File: src/logic/corePkg.sv
package corePkg;

	// ******************************
	// widths and basic types
	// ******************************

	localparam int xlen = 32;        // data and address width
	localparam int regIdxWidth = 5;
	localparam int opcodeWidth = 6;

	typedef logic [xlen-1:0] addrT;
	typedef logic [xlen-1:0] instrT;
	typedef logic [regIdxWidth-1:0] regIdxT;
	typedef logic [opcodeWidth-1:0] opcodeT;

	// ******************************
	// instruction field positions
	// ******************************

	localparam int opcodeMsb = 31;
	localparam int opcodeLsb = 26;
	localparam int rsMsb = 25;
	localparam int rsLsb = 21;
	localparam int rtMsb = 20;
	localparam int rtLsb = 16;
	localparam int rdMsb = 15;
	localparam int rdLsb = 11;

	// ******************************
	// opcodes and PC constants
	// ******************************

	localparam opcodeT opLoad = 6'h23;   // lw
	localparam opcodeT opStore = 6'h2B;  // sw

	localparam addrT resetVector = 32'hBFC0_0000;  // boot rom
	localparam addrT instrBytes = 32'd4;           // one word per instr

endpackage

File: src/logic/pipePkg.sv
package pipePkg;

	// ******************************
	// stage payloads
	// ******************************

	// decode to execute
	typedef struct packed {
		corePkg::addrT pc;
		corePkg::opcodeT opcode;
		corePkg::regIdxT rs;
		corePkg::regIdxT rt;
		corePkg::regIdxT dest;  // rt for loads, rd otherwise
	} idExPayloadT;

	// execute to memory
	typedef struct packed {
		corePkg::addrT pc;
		corePkg::opcodeT opcode;
		corePkg::regIdxT dest;
	} exMemPayloadT;

	// memory to writeback
	typedef struct packed {
		corePkg::addrT pc;
		corePkg::regIdxT dest;
	} memWbPayloadT;

	// ******************************
	// control FSM
	// ******************************

	typedef enum logic [0:0] {
		run = 1'b0,      // pipe flows
		memWait = 1'b1   // load holds the memory stage
	} ctrlStateT;

	// extra cycles a load spends in the memory stage
	localparam int timerWidth = 2;
	localparam logic [timerWidth-1:0] memWaitCycles = 2'd2;

endpackage

File: src/logic/fetchStage.sv
`timescale 1ns/1ps

module fetchStage (
	input  logic clk,
	input  logic reset,
	input  logic pcEnable,
	input  logic ifIdEnable,
	input  logic ifIdFlush,
	input  logic redirect,
	input  corePkg::addrT redirectPc,
	input  corePkg::instrT fetchInstr,
	output corePkg::addrT fetchPc,
	output logic idValid,
	output corePkg::addrT idPc,
	output corePkg::opcodeT idOpcode,
	output corePkg::regIdxT idRs,
	output corePkg::regIdxT idRt,
	output corePkg::regIdxT idDest
);

	corePkg::opcodeT fetchOpcode;
	corePkg::regIdxT fetchRs;
	corePkg::regIdxT fetchRt;
	corePkg::regIdxT fetchRd;

	assign fetchOpcode = fetchInstr[corePkg::opcodeMsb:corePkg::opcodeLsb];
	assign fetchRs = fetchInstr[corePkg::rsMsb:corePkg::rsLsb];
	assign fetchRt = fetchInstr[corePkg::rtMsb:corePkg::rtLsb];
	assign fetchRd = fetchInstr[corePkg::rdMsb:corePkg::rdLsb];

	// ******************************
	// PF stage
	// ******************************

	always_ff @(posedge clk) begin
		if (reset) begin
			fetchPc <= corePkg::resetVector;
		end else if (pcEnable) begin
			fetchPc <= redirect ? redirectPc : fetchPc + corePkg::instrBytes;
		end
	end

	// ******************************
	// IF/ID latch
	// ******************************

	always_ff @(posedge clk) begin
		if (reset || ifIdFlush) begin  // flush beats hold
			idValid <= 1'b0;
			idPc <= '0;
			idOpcode <= '0;
			idRs <= '0;
			idRt <= '0;
			idDest <= '0;
		end else if (ifIdEnable) begin
			idValid <= 1'b1;
			idPc <= fetchPc;
			idOpcode <= fetchOpcode;
			idRs <= fetchRs;
			idRt <= fetchRt;
			idDest <= (fetchOpcode == corePkg::opLoad) ? fetchRt : fetchRd;  // load writes rt
		end
	end

endmodule

File: src/logic/hazardFsm.sv
`timescale 1ns/1ps

module hazardFsm (
	input  logic clk,
	input  logic reset,
	input  logic redirect,
	input  logic idValid,
	input  corePkg::regIdxT idRs,
	input  corePkg::regIdxT idRt,
	input  logic exValid,
	input  corePkg::opcodeT exOpcode,
	input  corePkg::regIdxT exDest,
	input  logic memEntryLoad,
	input  logic timerDone,
	output logic timerStart,
	output logic pcEnable,
	output logic ifIdEnable,
	output logic ifIdFlush,
	output logic idExEnable,
	output logic idExFlush,
	output logic exMemEnable,
	output logic memWbEnable,
	output logic memWbFlush,
	output logic stalled
);

	pipePkg::ctrlStateT state;
	pipePkg::ctrlStateT nextState;
	logic loadUse;

	// load in EX whose result the decoding instr reads
	assign loadUse = exValid && (exOpcode == corePkg::opLoad) && idValid &&
		((exDest == idRs) || (exDest == idRt));

	always_ff @(posedge clk) begin
		if (reset) begin
			state <= pipePkg::run;
		end else begin
			state <= nextState;
		end
	end

	always_comb begin
		nextState = state;
		case (state)
			pipePkg::run: if (memEntryLoad) nextState = pipePkg::memWait;
			pipePkg::memWait: if (timerDone) nextState = pipePkg::run;
			default: nextState = pipePkg::run;
		endcase
	end

	// ******************************
	// stage steering
	// ******************************

	always_comb begin
		timerStart = 1'b0;
		ifIdFlush = 1'b0;
		if (state == pipePkg::run) begin
			pcEnable = !loadUse;
			ifIdEnable = !loadUse;
			idExEnable = 1'b1;
			idExFlush = loadUse;     // bubble behind the load
			exMemEnable = 1'b1;
			memWbEnable = 1'b1;
			memWbFlush = 1'b0;
			timerStart = memEntryLoad;
		end else begin
			pcEnable = 1'b0;         // freeze up to EX/MEM
			ifIdEnable = 1'b0;
			idExEnable = 1'b0;
			idExFlush = 1'b0;
			exMemEnable = 1'b0;
			memWbEnable = 1'b0;
			memWbFlush = 1'b1;
		end

		// redirect squashes the two youngest stages in any state
		if (redirect) begin
			pcEnable = 1'b1;
			ifIdFlush = 1'b1;
			idExFlush = 1'b1;
		end

		stalled = !pcEnable;
	end

endmodule

File: src/logic/memWaitTimer.sv
`timescale 1ns/1ps

module memWaitTimer (
	input  logic clk,
	input  logic reset,
	input  logic start,
	output logic busy,
	output logic done
);

	logic [pipePkg::timerWidth-1:0] count;
	logic [pipePkg::timerWidth-1:0] countNext;

	assign countNext = count - 1'b1;
	assign busy = (count != '0);
	assign done = busy && (countNext == '0);  // last wait cycle

	always_ff @(posedge clk) begin
		if (reset) begin
			count <= '0;
		end else if (start) begin
			count <= pipePkg::memWaitCycles;
		end else if (busy) begin
			count <= countNext;
		end
	end

endmodule

File: src/logic/pipeSpine.sv
`timescale 1ns/1ps

module pipeSpine (
	input  logic clk,
	input  logic reset,
	output corePkg::addrT fetchPc,
	input  corePkg::instrT fetchInstr,
	input  logic redirect,
	input  corePkg::addrT redirectPc,
	output logic retireValid,
	output corePkg::addrT retirePc,
	output corePkg::regIdxT retireDest,
	output logic stalled
);

	// ******************************
	// wires
	// ******************************

	logic pcEnable;
	logic ifIdEnable;
	logic ifIdFlush;
	logic idExEnable;
	logic idExFlush;
	logic exMemEnable;
	logic memWbEnable;
	logic memWbFlush;
	logic timerStart;
	logic timerDone;
	logic memEntryLoad;

	logic idValid;
	corePkg::addrT idPc;
	corePkg::opcodeT idOpcode;
	corePkg::regIdxT idRs;
	corePkg::regIdxT idRt;
	corePkg::regIdxT idDest;

	logic exValid;
	logic memValid;
	pipePkg::idExPayloadT idExIn;
	pipePkg::idExPayloadT idExOut;
	pipePkg::exMemPayloadT exMemIn;
	pipePkg::exMemPayloadT exMemOut;
	pipePkg::memWbPayloadT memWbIn;
	pipePkg::memWbPayloadT memWbOut;

	assign idExIn = '{pc: idPc, opcode: idOpcode, rs: idRs, rt: idRt, dest: idDest};
	assign exMemIn = '{pc: idExOut.pc, opcode: idExOut.opcode, dest: idExOut.dest};
	assign memWbIn = '{pc: exMemOut.pc, dest: exMemOut.dest};

	// load moving into the memory stage this edge
	assign memEntryLoad = exValid && (idExOut.opcode == corePkg::opLoad) && exMemEnable;

	assign retirePc = memWbOut.pc;
	assign retireDest = memWbOut.dest;

	// ******************************
	// instances
	// ******************************

	fetchStage fetch (
		.clk(clk), .reset(reset),
		.pcEnable(pcEnable), .ifIdEnable(ifIdEnable), .ifIdFlush(ifIdFlush),
		.redirect(redirect), .redirectPc(redirectPc), .fetchInstr(fetchInstr),
		.fetchPc(fetchPc), .idValid(idValid), .idPc(idPc), .idOpcode(idOpcode),
		.idRs(idRs), .idRt(idRt), .idDest(idDest)
	);

	hazardFsm ctrl (
		.clk(clk), .reset(reset), .redirect(redirect),
		.idValid(idValid), .idRs(idRs), .idRt(idRt),
		.exValid(exValid), .exOpcode(idExOut.opcode), .exDest(idExOut.dest),
		.memEntryLoad(memEntryLoad), .timerDone(timerDone), .timerStart(timerStart),
		.pcEnable(pcEnable), .ifIdEnable(ifIdEnable), .ifIdFlush(ifIdFlush),
		.idExEnable(idExEnable), .idExFlush(idExFlush), .exMemEnable(exMemEnable),
		.memWbEnable(memWbEnable), .memWbFlush(memWbFlush), .stalled(stalled)
	);

	memWaitTimer waitTimer (
		.clk(clk), .reset(reset), .start(timerStart),
		.busy(), .done(timerDone)
	);

	stageReg #(.payloadT(pipePkg::idExPayloadT)) idEx (
		.clk(clk), .reset(reset), .enable(idExEnable), .flush(idExFlush),
		.inValid(idValid), .inPayload(idExIn), .outValid(exValid), .outPayload(idExOut)
	);

	stageReg #(.payloadT(pipePkg::exMemPayloadT)) exMem (
		.clk(clk), .reset(reset), .enable(exMemEnable), .flush(1'b0),  // never squashed
		.inValid(exValid), .inPayload(exMemIn), .outValid(memValid), .outPayload(exMemOut)
	);

	stageReg #(.payloadT(pipePkg::memWbPayloadT)) memWb (
		.clk(clk), .reset(reset), .enable(memWbEnable), .flush(memWbFlush),
		.inValid(memValid), .inPayload(memWbIn), .outValid(retireValid), .outPayload(memWbOut)
	);

endmodule

File: src/logic/stageReg.sv
`timescale 1ns/1ps

module stageReg #(
	parameter type payloadT = logic
) (
	input  logic clk,
	input  logic reset,
	input  logic enable,
	input  logic flush,
	input  logic inValid,
	input  payloadT inPayload,
	output logic outValid,
	output payloadT outPayload
);

	// flush wins, then enable, else hold
	always_ff @(posedge clk) begin
		if (reset || flush) begin
			outValid <= 1'b0;
			outPayload <= '0;  // bubble
		end else if (enable) begin
			outValid <= inValid;
			outPayload <= inPayload;
		end
	end

endmodule

File: config.mk
export PLATFORM = sky130hd
export DESIGN_NAME = pipeSpine
export DESIGN_NICKNAME = d
export VERILOG_FILES = /design/src/logic/corePkg.sv /design/src/logic/pipePkg.sv /design/src/logic/fetchStage.sv /design/src/logic/hazardFsm.sv /design/src/logic/memWaitTimer.sv /design/src/logic/pipeSpine.sv /design/src/logic/stageReg.sv
export SDC_FILE = /design/constraint.sdc
export NUM_CORES = 1
export LEC_CHECK = 0
export BUFFER_PORTS_ARGS = -buffer_cell sky130_fd_sc_hd__buf_2
export CORE_ASPECT_RATIO = 0.75
export CORE_MARGIN = 2
export CORE_UTILIZATION = 35
export CTS_BUF_LIST = sky130_fd_sc_hd__clkbuf_4
export DETAILED_ROUTE_END_ITERATION = 8
export PLACE_DENSITY = 0.58
export SKIP_LAST_GASP = 1
export SLEW_MARGIN = 10
export SYNTH_ARGS = -nofsm -noshare
export SYNTH_HDL_FRONTEND = slang
export SYNTH_SLANG_ARGS = --single-unit
File: constraint.sdc
create_clock -name clk -period 2.4 [get_ports clk]
set_input_delay 0.48 -clock clk [delete_from_list [all_inputs] [get_ports clk]]
set_output_delay 0.48 -clock clk [all_outputs]
set_load 0.1 [all_outputs]
==> summary.md <==
| Metric | Value |
|---|---|
| Core box area | 23180 sq um |
| Failing checks | negative setup slack |
| Io pins | 138 |
| Register area | 4203 sq um |
| Outcome | finished, violations left |
| Cell Count, Final, Fillers Out | 1360 |
| Arr. time, crit path | 2090 ps |
| Relative slew slack | 54.99% |
| Synth-to-Final Area Change | 21.17% |
| Mapped Area | 8322 sq um |
| Yosys reg bits | 209 |
| Setup crit end kind | output port |
| Final min period | 2568 ps |
| Commonest non-fill, non-tap cell in the layout | dfxtp_1 |
| Die ar. | 25040 sq um |
| Synth Flop Type | dfxtp_1 |
| Max-cap violation count | 0 |
| Commonest non-fill, non-tap cells in the layout | dfxtp_1, buf_2, nor2_1, mux2i_1, clkbuf_4 |
| Critical R2R Launch | idEx.outPayload[4]$_SDFFE_PP0N_ |
| Total Routing Usage GR | 17.38% |
| Die X-Extent | 182.1 microns |
| Dominant cells by area after synthesis | dfxtp_1, mux2i_1, nor2_1 |
| Largest net degree at the start of global routing | 61 |
| RSZ-0062 raised after global routing | true |
| NumNets Final | 1102 |
| Placed insts | 1275 |
| Number of I/O port buffers | 126 |
| Reg-to-reg slack, setup | 120 ps |
| Vias in the first global route | 6596 |
| Syn Inst Count | 885 |
| GR Overflow Total | 0 |
| Fill cells | 2297 |
| First-pass GRT wire length | 35.11 mm |
| WP data required | 1920 ps |
| Crit-path max FO | 3 |
| WS Path Type | register to output port |
| Synth Net Count | 953 |
| DRT Wirelength | 21.99 mm |
| Cts bufs inserted | 52 |
| Top-area cell type share of the netlist area | 50.28% |
| Routed vias/inst | 5.126 |
| Die Y | 137.5 microns |
| Power per cell area | 718.0 nW/um^2 |
| Peak supply drop | 0.0003712 V |
| Final count of hold timing violations | 0 |
| Clock Skew | 44.16 ps |
| Post-synthesis sequential area ratio | 50.28% |
| H-tree depth | 2 |
| Dpl cell area | 9350 sq um |
| CTS max path bufs | 3 |
| Rows | 48 |
| Clock latency on the worst-skew pair | 670 ps |
| Mapped Avg Cell Area | 9.403 sq um |
| Setup TNS | -168.0 ps |
| Worst Tran Pin Value | 674.4 ps |
| Initial antenna violation count | 1 |
| PnR worst setup slack | -168.0 ps |
| Fin. max-slew vios | 0 |
| Share of cells above drive strength 1 | 26.25% |
| WHS | 75.64 ps |
| Wire per inst | 16.17 microns |
| Number of enable flip-flop cells after synthesis | 0 |
| Final worst-path cycle share | 107.0% |
| Post-synth ARST share | 0% |
| Post-detail-place hpwl | 14.92 mm |
| DRT Pass-1 Iters | 5 |
| Startpoint Class | register |
| Post-synth top area cell | dfxtp_1 |
| Netlist cell types | 55 |
| Post-CTS Hold Buffers | 0 |
| Root Buffer | clkbuf_4 |
| Clock transition at the registers of the reported paths | 60 ps |
| Total leakage power | 4.056 nW |
| Crit path launch | idEx.outPayload[17]$_SDFFE_PP0N_ |
| Worst min path class | input port to register |
| Routability-driven placement congestion ratio | 0.8468 |
| Max frequency | 389.4 MHz |
| Remaining DRCs | 0 |
| Final setup viols | 1 |
| Multi-input gate area | 3865 sq um |
| Syn. warnings | 0 |
| Worst hold start | redirectPc[0] |
| Total number of vias | 6972 |
| Design area | 10080 sq um |
| TritonCTS clock tree | yes |
| Number of DRC markers in iteration 0 | 474 |
| Starting Density | 35.90% |
| Clk sink count | 209 |
| Routed Antenna Nets | 0 |
-- where the power goes --
group | switching, mW | internal, mW | total (mW)
sequential | 0.0865 | 3.56 | 3.65
combinational | 0.535 | 0.202 | 0.737
clock | 1.35 | 1.50 | 2.85
-- worst max-delay path: stages, from the launching register on --
cell	delay (ps)
dfxtp_1	320
nand4b_4	220
nor4_4	320
a22o_4	200
nor2_4	50
nor2_4	110
buf_12	190
-- cell usage after synthesis, types with 14 or more instances --
master    instances
a211oi_1         14
o21ai_0          36
nor2_1          101
buf_2            25
and4_1           14
dfxtp_1         209
nand3_1          61
mux2i_1          88
a21oi_1          60
nor3_1           20
and2_1           39
clkbuf_1         34
nand2_1          22
o21ai_1          20
-- cells by family (layout without fill, tap and decap cells) --
logic type	count (synthesis)	count (layout)	synth area share (%)
AOI/OAI and AO/OA	177	177	13.43
and+or+nand+nor	318	318	20.07
xor gates and xnor gates	10	10	1.052
other	0	1	0
adders and majority gates	1	1	0.1503
buffers and inverters	82	256	4.435
DFF	209	209	50.28
muxes	88	88	10.58
-- repair_timing --
item	in CTS	in global routing
endpoints found under the setup margin	1	2
setup buffers	3	2
pin swaps	3	3
gates cloned	0	0
gates resized for setup	6	11
-- flip-flops by register name (all words and copies together) (netlist names), 2 cells and up --
register,count
fetch.idRt,5
fetch.idDest,5
waitTimer.count,2
exMem.outPayload,37
fetch.idRs,5
fetch.idPc,32
idEx.outPayload,43
memWb.outPayload,37
fetch.idOpcode,6
fetch.fetchPc,32
-- layout make-up --
type,count,share of cell area [%]
Inverter,10,0.3723
Timing Repair Buffer,167,9.828
Tap cell,300,3.723
Clock buffer,74,5.509
Antenna cell,1,0.02482
Sequential cell,209,41.68
Clock inverter,5,0.5336
Multi-Input combinational cell,594,38.33
-- routing by layer --
layer / routed length, microns / up-vias / track usage (%)
li1: - / 3492 / -
met2: 9028 / 222 / 24.09
met1: 11270 / 3225 / 25.87
met5: 0 / - / 0
met3: 1351 / 33 / 4.124
met4: 346 / 0 / 6.452
-- stage by stage --
step                      utilization [%]  total power [mW]  worst slack (ps)
after floorplan                         -             4.235             11.44
after global placement              40.33             4.451             164.7
after detailed placement            40.33             4.458             131.4
after CTS                           43.24             7.352            -299.0
after global routing                43.50             7.563            -267.2
final                               43.50             7.240            -168.0
-- final timing paths --
kind | to | cells after the start
max | stalled | 6
min reg2reg | memWb.outPayload[33]$_SDFFE_PP0N_ | 1
max reg2reg | fetch.fetchPc[7]$_SDFFE_PP0P_ | 8
min | fetch.fetchPc[0]$_SDFFE_PP0P_ | 3
No activity file was read; power rests on OpenSTA's default activity.
